[src/dmacPkg.sv]
// Data widths, register map, control/memory structs and FSM state types for the SCSI DMA controller
package dmacPkg;

    typedef logic [7:0]  ByteT;     // One SCSI data byte
    typedef logic [31:0] WordT;     // Longword on the memory bus and in the FIFO
    typedef logic [31:0] AddrT;     // Memory byte address
    typedef logic [15:0] CountT;    // Longword count
    typedef logic [1:0]  RegAddrT;  // Register select

    // Register map
    localparam RegAddrT RegCtrl   = 2'd0;
    localparam RegAddrT RegAddr   = 2'd1;
    localparam RegAddrT RegCount  = 2'd2;
    localparam RegAddrT RegStatus = 2'd3;

    // Bit positions inside the control and status registers
    localparam int CtrlEnableBit = 0;
    localparam int CtrlIntEnBit  = 1;
    localparam int StatusDoneBit = 0;  // Write 1 to clear
    localparam int StatusBusyBit = 1;

    // CPU register access
    typedef struct packed {
        logic    write;
        RegAddrT sel;
        WordT    wdata;
    } regReqT;

    // Transfer setup seen by the port and the bus master
    typedef struct packed {
        logic  enable;
        AddrT  startAddr;
        CountT count;
    } dmaCtrlT;

    // One memory write
    typedef struct packed {
        AddrT addr;
        WordT data;
    } memReqT;

    typedef enum logic {
        PortIdle,
        PortAck
    } portStateT;

    typedef enum logic [1:0] {
        MasterIdle,
        MasterRequest,
        MasterTransfer
    } masterStateT;

endpackage

[src/dmacRegisters.sv]
// CPU register block: control, address, count and status registers, start pulse and interrupt
`timescale 1ns/1ps

module dmacRegisters (
    input  logic             QnCPUCLK,
    input  logic             reset_i,
    input  logic             regValid_i,
    input  dmacPkg::regReqT  regReq_i,
    input  logic             xferDone_i,
    output dmacPkg::WordT    regRdata_o,
    output logic             regRdValid_o,
    output dmacPkg::dmaCtrlT dmaCtrl_o,
    output logic             start_o,
    output logic             int_o
);
    import dmacPkg::*;

    logic  ctrlEnable;
    logic  ctrlIntEn;
    AddrT  startAddr;
    CountT xferCount;
    logic  statusDone;
    logic  statusBusy;
    logic  wrStrobe;
    logic  rdStrobe;
    WordT  rdMux;

    assign wrStrobe = regValid_i & regReq_i.write;
    assign rdStrobe = regValid_i & ~regReq_i.write;

    // Read data select, registered below
    always_comb begin
        rdMux = '0;
        case (regReq_i.sel)
            RegCtrl: begin
                rdMux[CtrlEnableBit] = ctrlEnable;
                rdMux[CtrlIntEnBit]  = ctrlIntEn;
            end
            RegAddr:  rdMux = startAddr;
            RegCount: rdMux = WordT'(xferCount);
            RegStatus: begin
                rdMux[StatusDoneBit] = statusDone;
                rdMux[StatusBusyBit] = statusBusy;
            end
        endcase
    end

    always_ff @(posedge QnCPUCLK) begin
        if (reset_i) begin
            ctrlEnable   <= 1'b0;
            ctrlIntEn    <= 1'b0;
            startAddr    <= '0;
            xferCount    <= '0;
            statusDone   <= 1'b0;
            statusBusy   <= 1'b0;
            start_o      <= 1'b0;
            regRdata_o   <= '0;
            regRdValid_o <= 1'b0;
        end else begin
            start_o      <= 1'b0;
            regRdValid_o <= rdStrobe;  // Data valid one cycle after the request
            if (rdStrobe) begin
                regRdata_o <= rdMux;
            end
            if (wrStrobe) begin
                case (regReq_i.sel)
                    RegCtrl: begin
                        ctrlEnable <= regReq_i.wdata[CtrlEnableBit];
                        ctrlIntEn  <= regReq_i.wdata[CtrlIntEnBit];
                        if (regReq_i.wdata[CtrlEnableBit]) begin
                            statusBusy <= 1'b1;
                            start_o    <= 1'b1;  // Master loads address and count
                        end
                    end
                    RegAddr:  startAddr <= regReq_i.wdata;
                    RegCount: xferCount <= regReq_i.wdata[$bits(CountT)-1:0];
                    RegStatus: begin
                        if (regReq_i.wdata[StatusDoneBit]) begin
                            statusDone <= 1'b0;
                        end
                    end
                endcase
            end
            // Completion wins over a same-cycle write
            if (xferDone_i) begin
                statusDone <= 1'b1;
                statusBusy <= 1'b0;
                ctrlEnable <= 1'b0;
            end
        end
    end

    assign dmaCtrl_o = '{enable: ctrlEnable, startAddr: startAddr, count: xferCount};
    assign int_o     = statusDone & ctrlIntEn;  // Held until done is cleared

endmodule

[src/scsiPortSm.sv]
// SCSI DREQ/DACK handshake FSM feeding bytes to the packer
`timescale 1ns/1ps

module scsiPortSm (
    input  logic          QnCPUCLK,
    input  logic          reset_i,
    input  logic          enable_i,
    input  logic          scsiDreq_i,
    input  dmacPkg::ByteT scsiData_i,
    input  logic          fifoFull_i,
    output logic          scsiDack_o,
    output logic          byteValid_o,
    output dmacPkg::ByteT byte_o
);
    import dmacPkg::*;

    portStateT state;
    portStateT nextState;

    // Only answer a request when there is room for the longword
    always_comb begin
        nextState = state;
        case (state)
            PortIdle: begin
                if (enable_i && scsiDreq_i && !fifoFull_i) begin
                    nextState = PortAck;
                end
            end
            PortAck: nextState = PortIdle;  // Single-cycle DACK
            default: nextState = PortIdle;
        endcase
    end

    always_ff @(posedge QnCPUCLK) begin
        if (reset_i) begin
            state <= PortIdle;
        end else begin
            state <= nextState;
        end
    end

    assign scsiDack_o  = (state == PortAck);
    // Byte is taken at the edge that ends the DACK cycle
    assign byteValid_o = (state == PortAck);
    assign byte_o      = scsiData_i;

endmodule

[src/dmaFifo.sv]
// Byte packer and longword FIFO with full/empty flags
`timescale 1ns/1ps

module dmaFifo #(
    parameter int FifoDepth = 4
) (
    input  logic          QnCPUCLK,
    input  logic          reset_i,
    input  logic          start_i,
    input  logic          byteValid_i,
    input  dmacPkg::ByteT byte_i,
    input  logic          pop_i,
    output dmacPkg::WordT head_o,
    output logic          notEmpty_o,
    output logic          full_o
);
    import dmacPkg::*;

    localparam int PtrW   = $clog2(FifoDepth);
    localparam int LevelW = PtrW + 1;

    WordT              mem [FifoDepth];
    WordT              packReg;     // Earlier bytes of the current longword
    WordT              packedWord;
    logic [1:0]        byteOffset;
    logic [PtrW-1:0]   wrPtr;
    logic [PtrW-1:0]   rdPtr;
    logic [LevelW-1:0] level;
    logic              push;
    logic              pull;

    // First byte ends up in the top bits after four shifts
    assign packedWord = {packReg[23:0], byte_i};
    assign push       = byteValid_i & (byteOffset == 2'd3) & ~full_o;
    assign pull       = pop_i & notEmpty_o;

    assign head_o     = mem[rdPtr];
    assign notEmpty_o = (level != '0);
    assign full_o     = (level == LevelW'(FifoDepth));

    always_ff @(posedge QnCPUCLK) begin
        if (reset_i || start_i) begin
            byteOffset <= '0;
            wrPtr      <= '0;
            rdPtr      <= '0;
            level      <= '0;
        end else begin
            if (byteValid_i) begin
                byteOffset <= byteOffset + 2'd1;
            end
            if (push) begin
                wrPtr <= wrPtr + PtrW'(1);  // Wraps at FifoDepth
            end
            if (pull) begin
                rdPtr <= rdPtr + PtrW'(1);
            end
            if (push && !pull) begin
                level <= level + LevelW'(1);
            end else if (pull && !push) begin
                level <= level - LevelW'(1);
            end
        end
    end

    // Data path
    always_ff @(posedge QnCPUCLK) begin
        if (byteValid_i) begin
            packReg <= packedWord;
        end
        if (push) begin
            mem[wrPtr] <= packedWord;
        end
    end

endmodule

[src/cpuBusMaster.sv]
// Bus request/grant FSM and memory write sequencer with address and count tracking
`timescale 1ns/1ps

module cpuBusMaster (
    input  logic             QnCPUCLK,
    input  logic             reset_i,
    input  logic             start_i,
    input  dmacPkg::dmaCtrlT dmaCtrl_i,
    input  logic             fifoNotEmpty_i,
    input  dmacPkg::WordT    fifoHead_i,
    input  logic             busGrant_i,
    input  logic             memReady_i,
    output logic             pop_o,
    output logic             busReq_o,
    output logic             memValid_o,
    output dmacPkg::memReqT  memReq_o,
    output logic             xferDone_o
);
    import dmacPkg::*;

    masterStateT state;
    AddrT        workAddr;
    CountT       remaining;   // Longwords still to write
    logic        handshake;
    logic        lastWord;

    // Head word stays put until popped, so the request is held
    assign memValid_o = (state == MasterTransfer) & fifoNotEmpty_i;
    assign busReq_o   = (state == MasterRequest) | memValid_o;
    assign handshake  = memValid_o & memReady_i;
    assign pop_o      = handshake;
    assign lastWord   = (remaining == CountT'(1));
    assign memReq_o   = '{addr: workAddr, data: fifoHead_i};

    always_ff @(posedge QnCPUCLK) begin
        if (reset_i) begin
            state      <= MasterIdle;
            workAddr   <= '0;
            remaining  <= '0;
            xferDone_o <= 1'b0;
        end else begin
            // Zero count finishes straight away
            xferDone_o <= (handshake & lastWord) | (start_i & (dmaCtrl_i.count == '0));
            if (start_i) begin
                workAddr  <= dmaCtrl_i.startAddr;
                remaining <= dmaCtrl_i.count;
                state     <= MasterIdle;
            end else begin
                case (state)
                    MasterIdle: begin
                        if (dmaCtrl_i.enable && (remaining != '0) && fifoNotEmpty_i) begin
                            state <= MasterRequest;
                        end
                    end
                    MasterRequest: begin
                        if (busGrant_i) begin
                            state <= MasterTransfer;
                        end
                    end
                    MasterTransfer: begin
                        if (handshake) begin
                            workAddr  <= workAddr + AddrT'(4);
                            remaining <= remaining - CountT'(1);
                            if (lastWord) begin
                                state <= MasterIdle;
                            end
                        end else if (!fifoNotEmpty_i) begin
                            state <= MasterIdle;  // Give the bus back until data arrives
                        end
                    end
                    default: state <= MasterIdle;
                endcase
            end
        end
    end

endmodule

[src/dmacTop.sv]
// SCSI DMA controller top level: registers, SCSI port, packing FIFO and bus master
`timescale 1ns/1ps

module dmacTop #(
    parameter int FifoDepth = 4
) (
    input  logic            QnCPUCLK,
    input  logic            reset_i,
    // CPU register port
    input  logic            regValid_i,
    input  dmacPkg::regReqT regReq_i,
    output dmacPkg::WordT   regRdata_o,
    output logic            regRdValid_o,
    output logic            int_o,
    // SCSI peripheral
    input  logic            scsiDreq_i,
    input  dmacPkg::ByteT   scsiData_i,
    output logic            scsiDack_o,
    // System bus
    output logic            busReq_o,
    input  logic            busGrant_i,
    output logic            memValid_o,
    output dmacPkg::memReqT memReq_o,
    input  logic            memReady_i
);
    import dmacPkg::*;

    dmaCtrlT dmaCtrl;
    logic    start;
    logic    xferDone;
    logic    byteValid;
    ByteT    scsiByte;
    WordT    fifoHead;
    logic    fifoNotEmpty;
    logic    fifoFull;
    logic    pop;

    dmacRegisters uRegisters (
        .QnCPUCLK     (QnCPUCLK    ),
        .reset_i      (reset_i     ),
        .regValid_i   (regValid_i  ),
        .regReq_i     (regReq_i    ),
        .xferDone_i   (xferDone    ),
        .regRdata_o   (regRdata_o  ),
        .regRdValid_o (regRdValid_o),
        .dmaCtrl_o    (dmaCtrl     ),
        .start_o      (start       ),
        .int_o        (int_o       )
    );

    scsiPortSm uScsiPort (
        .QnCPUCLK    (QnCPUCLK      ),
        .reset_i     (reset_i       ),
        .enable_i    (dmaCtrl.enable),  // Port runs only while the transfer is on
        .scsiDreq_i  (scsiDreq_i    ),
        .scsiData_i  (scsiData_i    ),
        .fifoFull_i  (fifoFull      ),
        .scsiDack_o  (scsiDack_o    ),
        .byteValid_o (byteValid     ),
        .byte_o      (scsiByte      )
    );

    dmaFifo #(
        .FifoDepth (FifoDepth)
    ) uFifo (
        .QnCPUCLK    (QnCPUCLK    ),
        .reset_i     (reset_i     ),
        .start_i     (start       ),
        .byteValid_i (byteValid   ),
        .byte_i      (scsiByte    ),
        .pop_i       (pop         ),
        .head_o      (fifoHead    ),
        .notEmpty_o  (fifoNotEmpty),
        .full_o      (fifoFull    )
    );

    cpuBusMaster uBusMaster (
        .QnCPUCLK       (QnCPUCLK    ),
        .reset_i        (reset_i     ),
        .start_i        (start       ),
        .dmaCtrl_i      (dmaCtrl     ),
        .fifoNotEmpty_i (fifoNotEmpty),
        .fifoHead_i     (fifoHead    ),
        .busGrant_i     (busGrant_i  ),
        .memReady_i     (memReady_i  ),
        .pop_o          (pop         ),
        .busReq_o       (busReq_o    ),
        .memValid_o     (memValid_o  ),
        .memReq_o       (memReq_o    ),
        .xferDone_o     (xferDone    )
    );

endmodule

[config.mk]
export PLATFORM = sky130hd
export DESIGN_NAME = dmacTop
export DESIGN_NICKNAME = d
export VERILOG_FILES = /design/src/dmacPkg.sv /design/src/dmacRegisters.sv /design/src/scsiPortSm.sv /design/src/dmaFifo.sv /design/src/cpuBusMaster.sv /design/src/dmacTop.sv
export SDC_FILE = /design/constraint.sdc
export NUM_CORES = 1
export LEC_CHECK = 0
export ABC_AREA = 1
export BUFFER_PORTS_ARGS = -buffer_cell sky130_fd_sc_hd__buf_2
export CORE_MARGIN = 4
export CORE_UTILIZATION = 40
export CTS_BUF_LIST = sky130_fd_sc_hd__clkbuf_16
export CTS_CLUSTER_DIAMETER = 120
export DETAILED_ROUTE_END_ITERATION = 8
export PLACE_DENSITY = 0.69
export SYNTH_ARGS = -nofsm -noshare
export SYNTH_HDL_FRONTEND = slang
export SYNTH_SLANG_ARGS = --single-unit
[constraint.sdc]
create_clock -name QnCPUCLK -period 4.4 [get_ports QnCPUCLK]
set_input_delay 1.1 -clock QnCPUCLK [delete_from_list [all_inputs] [get_ports QnCPUCLK]]
set_output_delay 1.1 -clock QnCPUCLK [all_outputs]
set_load 0.01 [all_outputs]
After elaboration in Yosys (flattened, before gate mapping)
Memory sizes are Yosys's and may differ from the RTL's. A register that Yosys moved wholly into a read port is not among the register bits.
Index checks and enable logic that the tools add are counted.

cells by class
  add/sub/neg operators = 7
  equal/unequal tests = 12
  multiplexer cells = 27
  bitwise logic cells = 17
  reductions and logical operators = 31

operator list
  operator                                               count
  two-way mux 32 bit                                     3
  case mux 30 bit (2 select lines)                       1
  two-way mux 16 bit                                     3
  adder 32 x 3 -> 32 bit (second input constant)         1
  equality test 16 x 1 -> 1 bit (second input constant)  1
  logical NOT 16 bit                                     1
  nonzero test 16 bit                                    1
  subtractor 16 x 1 -> 16 bit (second input constant)    1
  two-way mux 2 bit                                      7
  nonzero test 2 bit                                     6
  bitwise AND 1 bit                                      10
  equality test 2 bit (second input constant)            4
  two-way mux 1 bit                                      8
  case mux 2 bit (4 select lines)                        1
  AND reduction 2 bit                                    4
  adder 2 x 1 -> 2 bit (second input constant)           3
  logical AND 1 bit                                      6
  two-way mux 3 bit                                      2
  inequality test 3 bit (second input constant)          2
  case mux 2 bit (3 select lines)                        1
  AND reduction 3 bit                                    2
  NOT 1 bit                                              5
  equality test 2 x 1 -> 1 bit (second input constant)   2
  logical NOT 2 bit                                      2
  other kinds (13)                                       17

storage, ports and cells
  register bits = 171
  RAM bits = 128
  input port bits = 49
  output and inout port bits = 101
  word-level logic and storage cells = 114
  memories = 1

memory list
  name       depth  bits a word  read ports  clocked after Yosys merged registers in  write ports  RTL line       text
  uFifo.mem  4      32           1           1                                        1            dmaFifo.sv:22  WordT mem [FifoDepth];

Depth between registers and ports, before layout
Gate-level depths: netlist (run 1).

  depth after elaboration = 7
  mapped depth = 12
  depth with buffers taken out = 12

Modules after synthesis
Synthesis (run 1) repeated with hierarchy kept, for this count alone.

unflattened totals
  cell total of the unflattened synthesis = 1478
  area total of the unflattened synthesis = 13245.2 µm²

modules (own cells, without submodules)
  module         times used  cells an instance  area each (µm²)  seq. area each (µm²)
  dmaFifo        1           413                6083.3           4784.6
  cpuBusMaster   1           596                3656.0           1021.0
  dmacRegisters  1           453                3394.5           1721.7
  scsiPortSm     1           16                 111.4            20.0

Least setup slack after synthesis (run 1)
No wires, ideal clock.

  kind = flip-flop to flip-flop
  start point = register uScsiPort.state (netlist: uScsiPort.byteValid_o)
  end point = memory uFifo.mem[0][0] in the netlist's numbering (enable)
  library setup time = 0.421 ns
  arrival time = 2.743 ns
  required time = 3.979 ns
  path slack = 1.236 ns
  cell stages (with the launch flop) = 5
  period minus slack after synthesis = 3.164 ns
  cell sequence = dfxtp_1 -> nand2_1 -> nor2_1 -> inv_1 -> nor2_1

between the ends
  word-level cells in the longest chain between the ends = 4

ends and longest elaborated chain
  what                                     RTL line          text
  start: declaration                       scsiPortSm.sv:17  portStateT state;
  start signal: assignment                 scsiPortSm.sv:36  state <= PortIdle;
  start signal: assignment                 scsiPortSm.sv:38  state <= nextState;
  bitwise AND 1 bit (2 in series)          dmaFifo.sv:34     assign push = byteValid_i & (byteOffset == 2'd3) & ~full_o;
  via uFifo.push                           dmaFifo.sv:29     logic push;
  two-way mux 1 bit                        dmaFifo.sv:70     if (push) begin
  two-way mux 1 bit (not written as such)  dmaFifo.sv:71     mem[wrPtr] <= packedWord;
  end: declaration                         dmaFifo.sv:22

The timed path passes the listed nets, and every way through them passes these cells.

==> impl_metrics.toml, run 1 <==
[critical_path]
r2r-start = "uFifo.byteOffset[0]$_SDFFE_PP0P_"
cp-end-kind = "output pin"
worstSetupPathType = "reg2out"
critPathLaunchType = "flip-flop"
worst_r2r_path_depth = 5
crit_arrival_ps = 2250
cp_cell_sequence = "buf_4 -> inv_1 -> buf_4 -> o21ai_0 -> o22ai_1 -> buf_2"
reg2reg_slack_ps = 2150
crit_fanout = 33
crit_required_ps = 3300
cpMostUsedCell = "buf_4"
critPathMaxStageDelay_ps = 370
cpMaxStageDelayCell = "inv_1"
rr_endpoint = "uFifo.mem[3][30]$_DFFE_PP_"

[sta]
fin_crit_sh_pct = 76.1
max_freq_mhz = 299
layout_min_cycle_time_ps = 3350
rsz0062_at_grt = "no"
clock_skew_ps = 9.89
finalHoldViolations = 0
worst_pin_slew_ps = 1100
setup_violations = 0
report.final.slew_viol_count = 0
tns_ps = 0
relSlewSlack_pct = 26.9

[global_route]
grt_max_degree = 79
track_usage_pct = 17.8
grt_pass1_vias = 9504
grt_overflow = 0
antenna_found_initial = 3
grt_pass1_wl_mm = 49.7

[finish]
layout-drive-gt1-share_pct = 17.5
fin_nets = 1532
syn2layout_area_growth_pct = 16.7
stdcell_area_mm2 = 0.0147
nFillCells = 2871
antenna_cells = 0

[route]
drtIter0Drc = 628
vias = 9864
post_drt_via_cell_ratio = 5.22
firstDrtPassIters = 5
antenna_left = 0
wl_per_cell_um = 16.7
wirelength_mm = 31.6
route.detailed.drc = 0

[clock_tree]
htree_levels = 1
clk_latency_ps = 560
cts.sinks = 301
clock-root-buffer = "clkbuf_16"
clock_path_buffers = 3
cts_tree = "yes"
cts_hold_buf = 0
path_clk_slew_ps = 60
numCtsBuffers = 31
post_cts_buffers = 0
cts_resized = 0

[synth]
synth.most_common_cell = "nand2_1"
postSynthCellCount = 1338
synth_mux_area_share_pct = 0
synth_top_family_by_area = "compound AO/OA/AOI/OAI gates"
synth_compound_area_share_pct = 16.2
synth_top_cells_by_count = "nand2_1, nor2_1, edfxtp_1"
synth_nets = 1402
synth_xor_area_share_pct = 1.53
synth_top_cell_by_area = "edfxtp_1"
synthTopCellsByArea = "edfxtp_1, dfxtp_1, nand2_1"
asyncSetResetFlopFracSynth_pct = 0
avgSynthCellArea_um2 = 9.43
synth_simple_gate_area_share_pct = 14.3
ys_seq_elements = 301
syn_area_mm2 = 0.0126
synth_edf_count = 152
yosysWarnings = 0
ys_types = 41
synth_top_cell_area_share_pct = 36.2
synthFlopType = "edfxtp_1"
synth_adder_area_share_pct = 1.55
synth-seq-area-share_pct = 59.8

[floorplanning]
ios = 150
fp-row-count = 64
die_w_um = 186
design.core.area_mm2 = 0.0308
die-area_mm2 = 0.0344
start_util_pct = 40.9
die_h_um = 186

[pwr]
p_leak_nw = 5.48
pwr_density_cell_mw_per_mm2 = 393
peakVddDrop_mv = 0.373

[min_path]
min_path_type = "reg2reg"
hold_end = "uFifo.byteOffset[1]$_SDFFE_PP0P_"
worstHoldPathCells = 2
hp-start = "uFifo.byteOffset[1]$_SDFFE_PP0P_"

[placed_design]
port_buffers = 149
placed_cell_area_mm2 = 0.0137
place.gp.congestion = 0.979
detailed_place_hpwl_mm = 21.0

[run_status]
status = "completed"

[flow_run]
cap_viol_max_count = 0
==> cells in the final DEF, fill, tap and decap left out, types with 17 or more instances in the layout <==
| master | n |
|---|---|
| o22ai_1 | 57 |
| buf_2 | 149 |
| dfxtp_1 | 148 |
| nand3_1 | 46 |
| edfxtp_1 | 152 |
| nor2_1 | 163 |
| xor2_1 | 17 |
| o21ai_0 | 138 |
| nand2_1 | 201 |
| inv_1 | 130 |
| o31ai_1 | 17 |
| a21oi_1 | 106 |
| clkbuf_16 | 32 |
==> worst max path at each step <==
stage,from,to,slack (ps)
2_1_floorplan,uScsiPort.byteValid_o$_SDFF_PP0_,uFifo.mem[0][0]$_DFFE_PP_,1240
3_3_place_gp,regReq_i[33],uRegisters.startAddr[27]$_SDFFE_PP0P_,1600
3_5_place_dp,regReq_i[33],uRegisters.startAddr[22]$_SDFFE_PP0P_,1550
4_1_cts,flip-flop,memReq_o[19],990
5_1_grt,flip-flop,memReq_o[19],820
6_report,flip-flop,memReq_o[19],1050
==> logic make-up after synthesis <==
group / Yosys count
AND/OR/NAND/NOR: 441
AO/OA/AOI/OAI: 358
flip-flops: 301
buffers and inverters: 201
XOR/XNOR: 22
adder cells (fa/ha/maj): 15
==> registers in the layout, indices dropped and copies added (netlist names), 3 cells and up, named ones only <==
name	count
uFifo.mem	128
uRegisters.xferCount	16
uRegisters.startAddr	32
uRegisters.regRdata_o	32
uBusMaster.remaining	16
uFifo.packReg	24
uFifo.level	3
uBusMaster.workAddr	32
==> critical path, delay by kind of cell, from the launching register on <==
| family | cells | cell delay, ps |
|---|---|---|
| AO/OA/AOI/OAI | 2 | 290 |
| flip-flops | 1 | 300 |
| buffers and inverters | 4 | 1090 |
==> where the power goes <==
part / internal, W / total [W] / leakage [nW] / switching [W]
Clock: 0.00157 / 0.00267 / 0.525 / 0.00110
Combinational: 0.0000465 / 0.000155 / 2.38 / 0.000109
Sequential: 0.00295 / 0.00296 / 2.57 / 0.0000136
Total: 0.00456 / 0.00579 / 5.48 / 0.00123
==> area by class of cell <==
| type | count | area [µm²] | share of cell area, % |
|---|---|---|---|
| clock inverters | 25 | 258 | 1.75 |
| inverters | 136 | 510 | 3.47 |
| repair buffers | 162 | 856 | 5.81 |
| well taps | 396 | 495 | 3.36 |
| multi-input cells | 836 | 4260 | 28.9 |
| flip-flops and latches | 301 | 7550 | 51.2 |
| clock buffers | 32 | 801 | 5.44 |
==> metrics by stage <==
stage / worst slack, ps / total power (W) / instances / hold WS (ps) / util [%]
final: 1050 / 0.00579 / 1888 / 467 / 47.8
after floorplan: 1240 / 0.00311 / 1338 / 427 / -
after detailed placement: 1550 / 0.00317 / 1831 / 455 / 44.3
after global placement: 1600 / 0.00317 / 1831 / 451 / 44.3
after CTS: 986 / 0.00584 / 1888 / 466 / 47.8
after global routing: 817 / 0.00598 / 1888 / 482 / 47.8
==> layer usage <==
metal	wire length, µm	up-vias	part of all wire (%)	GRT usage (%)
met5	31	-	0.098	0
met4	638	6	2.0	4.34
met3	2050	52	6.5	3.44
met2	15000	307	47	30.1
met1	13900	4674	44	23.8
li1	-	4825	-	-
Note: power is estimated with default switching activity, not from simulation.
==> inputs of run 2 (changes only) <==
==> constraint.sdc (replaced) <==
create_clock -name QnCPUCLK -period 3.28 [get_ports QnCPUCLK]
set_input_delay 0.82 -clock QnCPUCLK [delete_from_list [all_inputs] [get_ports QnCPUCLK]]
set_output_delay 0.82 -clock QnCPUCLK [all_outputs]
set_load 0.01 [all_outputs]
==> run 2 against run 1 <==
  * Utilization fell by 0.061 points
  * Register-to-register slack got worse by 990 ps
  * Die area did not move
  * Wire length fell by 1.1%
  * Setup slack got worse by 750 ps
  * Final cell count rose by 0.42%
  * Critical path depth fell by 2
  * Count of clock-buffer cells in the layout fell by 1
  * Clock skew rose by 1.2 ps
  * Combinational power rose by 36%
  * Critical endpoint is now memReq_o[21]
==> impl_metrics.toml, run 2 (synthesized netlist as in run 1, its figures left out) <==
[sta]
report.final.slew_viol_count = 0
setup_violations = 0
worst_pin_slew_ps = 971
tns_ps = 0
fin_crit_sh_pct = 90.7
relSlewSlack_pct = 35.1
layout_min_cycle_time_ps = 2980
finalHoldViolations = 0
finalWorstSetupSlack_ps = 304
max_freq_mhz = 336
clock_skew_ps = 11.1
rsz0062_at_grt = "no"

[critical_path]
critPathMaxStageDelay_ps = 560
cpMaxStageDelayCell = "dfxtp_2"
critPathLaunchType = "flip-flop"
cp-end-kind = "output pin"
cp_cell_sequence = "buf_4 -> o21ai_0 -> o22ai_1 -> buf_2"
worstSetupPathType = "reg2out"
crit_required_ps = 2460
crit_fanout = 44
crit_arrival_ps = 2160

[finish]
syn2layout_area_growth_pct = 16.6
final_common_cell = "nand2_1"
largest_reg_flops = 128
regArea_mm2 = 0.00755
fin_util_pct = 47.7
largest_register = "uFifo.mem"
fin_cells = 1896
final_cell_mix = "nand2_1, nor2_1, edfxtp_1"
fin_nets = 1538
multi_input_area_mm2 = 0.00426
nFillCells = 2849
layout-drive-gt1-share_pct = 17.5

[floorplanning]
die-area_mm2 = 0.0344
start_util_pct = 40.9
die_h_um = 186
fp-row-count = 64
die_w_um = 186
design.core.area_mm2 = 0.0308
ios = 150

[pwr]
power.total_w = 0.00753
p_leak_nw = 5.49
pwr_density_cell_mw_per_mm2 = 512
peakVddDrop_mv = 0.400

[global_route]
track_usage_pct = 17.7
grt_overflow = 0
grt_pass1_vias = 9224
antenna_found_initial = 3
grt_pass1_wl_mm = 49.7
grt_max_degree = 65

[route]
firstDrtPassIters = 5
wirelength_mm = 31.3
route.detailed.drc = 0
wl_per_cell_um = 16.5
drtIter0Drc = 801
antenna_left = 0
vias = 9838
post_drt_via_cell_ratio = 5.19

[clock_tree]
clock_path_buffers = 3
numCtsBuffers = 31
clock-root-buffer = "clkbuf_16"
cts_hold_buf = 0
htree_levels = 1
cts_tree = "yes"
clk_latency_ps = 560
cts_resized = 0
cts.sinks = 301
path_clk_slew_ps = 60
post_cts_buffers = 0

[placed_design]
detailed_place_hpwl_mm = 21.2
place_ws_ps = 803
dpl.cell_count = 1837
place.gp.congestion = 0.911
port_buffers = 149

[min_path]
min_path_type = "reg2reg"

[run_status]
status = "completed"

[flow_run]
cap_viol_max_count = 0
==> run 2: report_power, final <==
part           switching (W)  internal, W  leakage, nW
clock network        0.00146      0.00189        0.504
logic               0.000145    0.0000661         2.42
registers          0.0000183      0.00395         2.57
total                0.00162      0.00591         5.49
==> run 2: worst paths after layout <==
| check | startpoint | endpoint | slack [ps] | depth (start not counted) |
|---|---|---|---|---|
| setup / recovery | flip-flop | memReq_o[21] | 300 | 4 |
| hold / removal | uRegisters.regRdata_o[4]$_SDFFE_PP0P_ | uRegisters.regRdata_o[4]$_SDFFE_PP0P_ | 460 | 2 |
| setup reg to reg | uFifo.byteOffset[0]$_SDFFE_PP0P_ | uFifo.mem[3][2]$_DFFE_PP_ | 1160 | 6 |
| hold reg to reg | uRegisters.regRdata_o[4]$_SDFFE_PP0P_ | uRegisters.regRdata_o[4]$_SDFFE_PP0P_ | 460 | 2 |
==> run 2: cell type report <==
cell class / count / area share (%)
well taps: 396 / 3.37
inverters: 136 / 3.47
diodes: 1 / 0.0170
flip-flops and latches: 301 / 51.3
clock buffers: 31 / 5.27
multi-input cells: 836 / 29.0
repair buffers: 168 / 6.21
clock inverters: 27 / 1.39
==> run 2: per-layer routing <==
| layer | vias up | part of all wire (%) | GRT usage [%] |
|---|---|---|---|
| li1 | 4833 | - | - |
| met1 | 4605 | 44 | 24.9 |
| met2 | 335 | 47 | 28.9 |
| met3 | 61 | 6.9 | 2.89 |
| met4 | 4 | 2.0 | 4.17 |
| met5 | - | 0.067 | 0 |
==> run 2: critical path: cells and delay by family, from the launching register on <==
kind	cells	cell delay, ps
buf+inv	2	620
flops	1	560
compound gates	2	380
==> run 2: through the flow <==
| step | cell area [µm²] | hold WS (ps) |
|---|---|---|
| 2_1_floorplan | 12600 | 427 |
| 3_3_place_gp | 13700 | 449 |
| 3_5_place_dp | 13700 | 455 |
| 4_1_cts | 14700 | 462 |
| 5_1_grt | 14700 | 480 |
| 6_report | 14700 | 464 |
==> inputs of run 3 (changes only) <==
--- a/config.mk
+++ b/config.mk
@@ -5,14 +5,14 @@
 export SDC_FILE = /design/constraint.sdc
 export NUM_CORES = 1
 export LEC_CHECK = 0
-export ABC_AREA = 1
 export BUFFER_PORTS_ARGS = -buffer_cell sky130_fd_sc_hd__buf_2
 export CORE_MARGIN = 4
 export CORE_UTILIZATION = 40
 export CTS_BUF_LIST = sky130_fd_sc_hd__clkbuf_16
 export CTS_CLUSTER_DIAMETER = 120
 export DETAILED_ROUTE_END_ITERATION = 8
-export PLACE_DENSITY = 0.69
+export PLACE_DENSITY = 0.7
+export SETUP_SLACK_MARGIN = 0.15
 export SYNTH_ARGS = -nofsm -noshare
 export SYNTH_HDL_FRONTEND = slang
 export SYNTH_SLANG_ARGS = --single-unit
==> run 3 against run 2 <==
  * Final cell count down 17%
  * Clock power up 6.3%
  * Setup slack better by 210 ps
  * First-iteration DRC count fell by 4.1%
  * Synthesized area is 3.5% lower
  * Global-route usage shrank 0.87 points
  * Highest routed layer is now met4
  * Hold slack got worse by 14 ps
  * Die area shrank 3.4%
  * Non-clock buffer count is 5 higher
  * Wire length shrank 6.9%
  * Total power increased by 2.6%
  * Critical path depth did not move
==> impl_metrics.toml, run 3 <==
[sta]
setup_violations = 0
tns_ps = 0
layout_min_cycle_time_ps = 2770
rsz0062_at_grt = "no"
clock_skew_ps = 15.1
relSlewSlack_pct = 40.4
report.final.slew_viol_count = 0
max_freq_mhz = 361
worst_pin_slew_ps = 893
finalHoldViolations = 0
worst_hold_slack_ps = 450
fin_crit_sh_pct = 84.4

[synth]
synth-seq-area-share_pct = 62.0
synthTopCellsByArea = "edfxtp_1, dfxtp_1, mux4_2"
synth_edf_count = 152
ys_types = 63
yosysWarnings = 0
postSynthCellCount = 1031
asyncSetResetFlopFracSynth_pct = 0
ys_seq_elements = 301
syn_area_mm2 = 0.0122
synth_nets = 1095
avgSynthCellArea_um2 = 11.8
synth.most_common_cell = "edfxtp_1"
synth_top_cell_by_area = "edfxtp_1"
synthFlopType = "edfxtp_1"
synth_top_cell_area_share_pct = 37.5
synth_top_cells_by_count = "edfxtp_1, dfxtp_1, nand2_1"

[pwr]
internal_power_w = 0.00618
clkPwrFrac_pct = 45.9
pwr_density_cell_mw_per_mm2 = 537
seqPwrFrac_pct = 51.5
switching_share_pct = 19.9
p_switching_w = 0.00154
p_comb_share_pct = 2.6
peakVddDrop_mv = 0.385
p_leak_nw = 5.08

[critical_path]
critPathBufInv = 1
cp-end-kind = "output pin"
crit_arrival_ps = 1950
crit_fanout = 9
critPathMaxStageDelay_ps = 530
worstSetupPathType = "reg2out"
crit_required_ps = 2460
critPathLaunchType = "flip-flop"
crit_family = "simple AND/OR/NAND/NOR gates"
cp_cell_sequence = "nor3_2 -> nor3b_1 -> nand2b_1 -> buf_2"
cpMaxStageDelayCell = "nor3_2"

[floorplanning]
die-area_mm2 = 0.0333
start_util_pct = 40.9
fp-row-count = 63
die_w_um = 182
design.core.area_mm2 = 0.0298
die_h_um = 182
ios = 150

[finish]
layout-drive-gt1-share_pct = 22.0
largest_reg_flops = 128
stdcell_area_mm2 = 0.0144
antenna_cells = 0
final_cell_mix = "edfxtp_1, dfxtp_1, buf_2"
largest_register = "uFifo.mem"
syn2layout_area_growth_pct = 18.1
final_common_cell = "edfxtp_1"
multi_input_area_mm2 = 0.00429
fin_nets = 1229
nFillCells = 2663
regArea_mm2 = 0.00755

[clock_tree]
cts_tree = "yes"
clock-root-buffer = "clkbuf_16"
post_cts_buffers = 0
cts_hold_buf = 0
htree_levels = 1
cts.sinks = 301
path_clk_slew_ps = 60
cts_resized = 0
clock_path_buffers = 3
numCtsBuffers = 30
clk_latency_ps = 550

[route]
wirelength_mm = 29.1
drtIter0Drc = 768
post_drt_via_cell_ratio = 5.55
vias = 8753
antenna_left = 0
wl_per_cell_um = 18.5
route.detailed.drc = 0
firstDrtPassIters = 8

[placed_design]
port_buffers = 149
place.gp.congestion = 0.853
detailed_place_hpwl_mm = 19.4
placed_cell_area_mm2 = 0.0133

[global_route]
grt_overflow = 0
track_usage_pct = 16.8
grt_pass1_wl_mm = 46.1
antenna_found_initial = 1
grt_pass1_vias = 8532
grt_max_degree = 68

[flow_run]
cap_viol_max_count = 0

[min_path]
min_path_type = "reg2reg"

[run_status]
status = "completed"
-- run 3: cell count changes after synthesis, sizes merged, moves of 32 or more --
cell,change
a21oi,-44
inv,-117
mux4,+32
nand2,-61
nor2,-102
o21ai,-129
o22ai,-67
-- run 3: kinds of logic (layout without fill, tap and decap cells) --
logic type	Yosys count	after routing	share of synthesized area, %
compound gates	194	194	11.1
buf+inv	89	244	2.75
xor+xnor	16	16	1.15
mux	39	39	6.50
simple gates	377	377	14.9
fa+ha+maj	15	15	1.60
flops	301	301	62.0
-- run 3: per-layer routing --
layer / GRT usage, % / vias up / wire [µm]
met4: 3.87 / 0 / 590
met2: 26.0 / 330 / 13100
met3: 4.56 / 47 / 2500
met1: 23.9 / 4229 / 13000
met5: 0 / - / 0
li1: - / 4147 / -
-- run 3: stage by stage --
step                worst slack, ps  cells  util [%]  total power (W)
floorplan                       493   1031         -          0.00416
global placement                644   1523      44.8          0.00425
detailed placement              595   1523      44.8          0.00425
CTS                             458   1576      48.3          0.00778
global route                    320   1576      48.3          0.00798
finish                          512   1576      48.3          0.00772
-- run 3: worst paths after layout --
kind / cells after the start / start / end / slack (ps)
hold / removal: 2 / uRegisters.regRdata_o[28]$_SDFFE_PP0P_ / uRegisters.regRdata_o[28]$_SDFFE_PP0P_ / 450
setup / recovery: 4 / uFifo.level[0]$_SDFFE_PP0P_ / busReq_o / 510
setup reg to reg: 9 / uFifo.level[0]$_SDFFE_PP0P_ / uFifo.level[2]$_SDFFE_PP0P_ / 830
hold reg to reg: 2 / uRegisters.regRdata_o[28]$_SDFFE_PP0P_ / uRegisters.regRdata_o[28]$_SDFFE_PP0P_ / 450
-- run 3: power by group through the flow --
stage | Sequential (W) | Clock, W | Combinational, W
2_1_floorplan | 0.00405 | 0 | 0.000111
3_3_place_gp | 0.00405 | 0 | 0.000197
3_5_place_dp | 0.00406 | 0 | 0.000197
4_1_cts | 0.00397 | 0.00361 | 0.000198
5_1_grt | 0.00398 | 0.00379 | 0.000218
6_report | 0.00398 | 0.00355 | 0.000199
-- run 3: worst register-to-register path, cell delays in order (launching register included) --
cell and delay (ps):
dfxtp_1 360, nor3_2 530, nor2_1 140, inv_1 110, ha_1 180, inv_1 60
fa_1 370, xor2_1 170, or3_1 300, a21oi_1 150
-- run 3: area by class of cell --
| class | count | area share (%) |
|---|---|---|
| clock buffers | 31 | 5.39 |
| multi-input cells | 641 | 29.8 |
| flip-flops and latches | 301 | 52.5 |
| inverters | 18 | 0.470 |
| clock inverters | 22 | 1.78 |
| repair buffers | 173 | 6.63 |
| well taps | 390 | 3.39 |
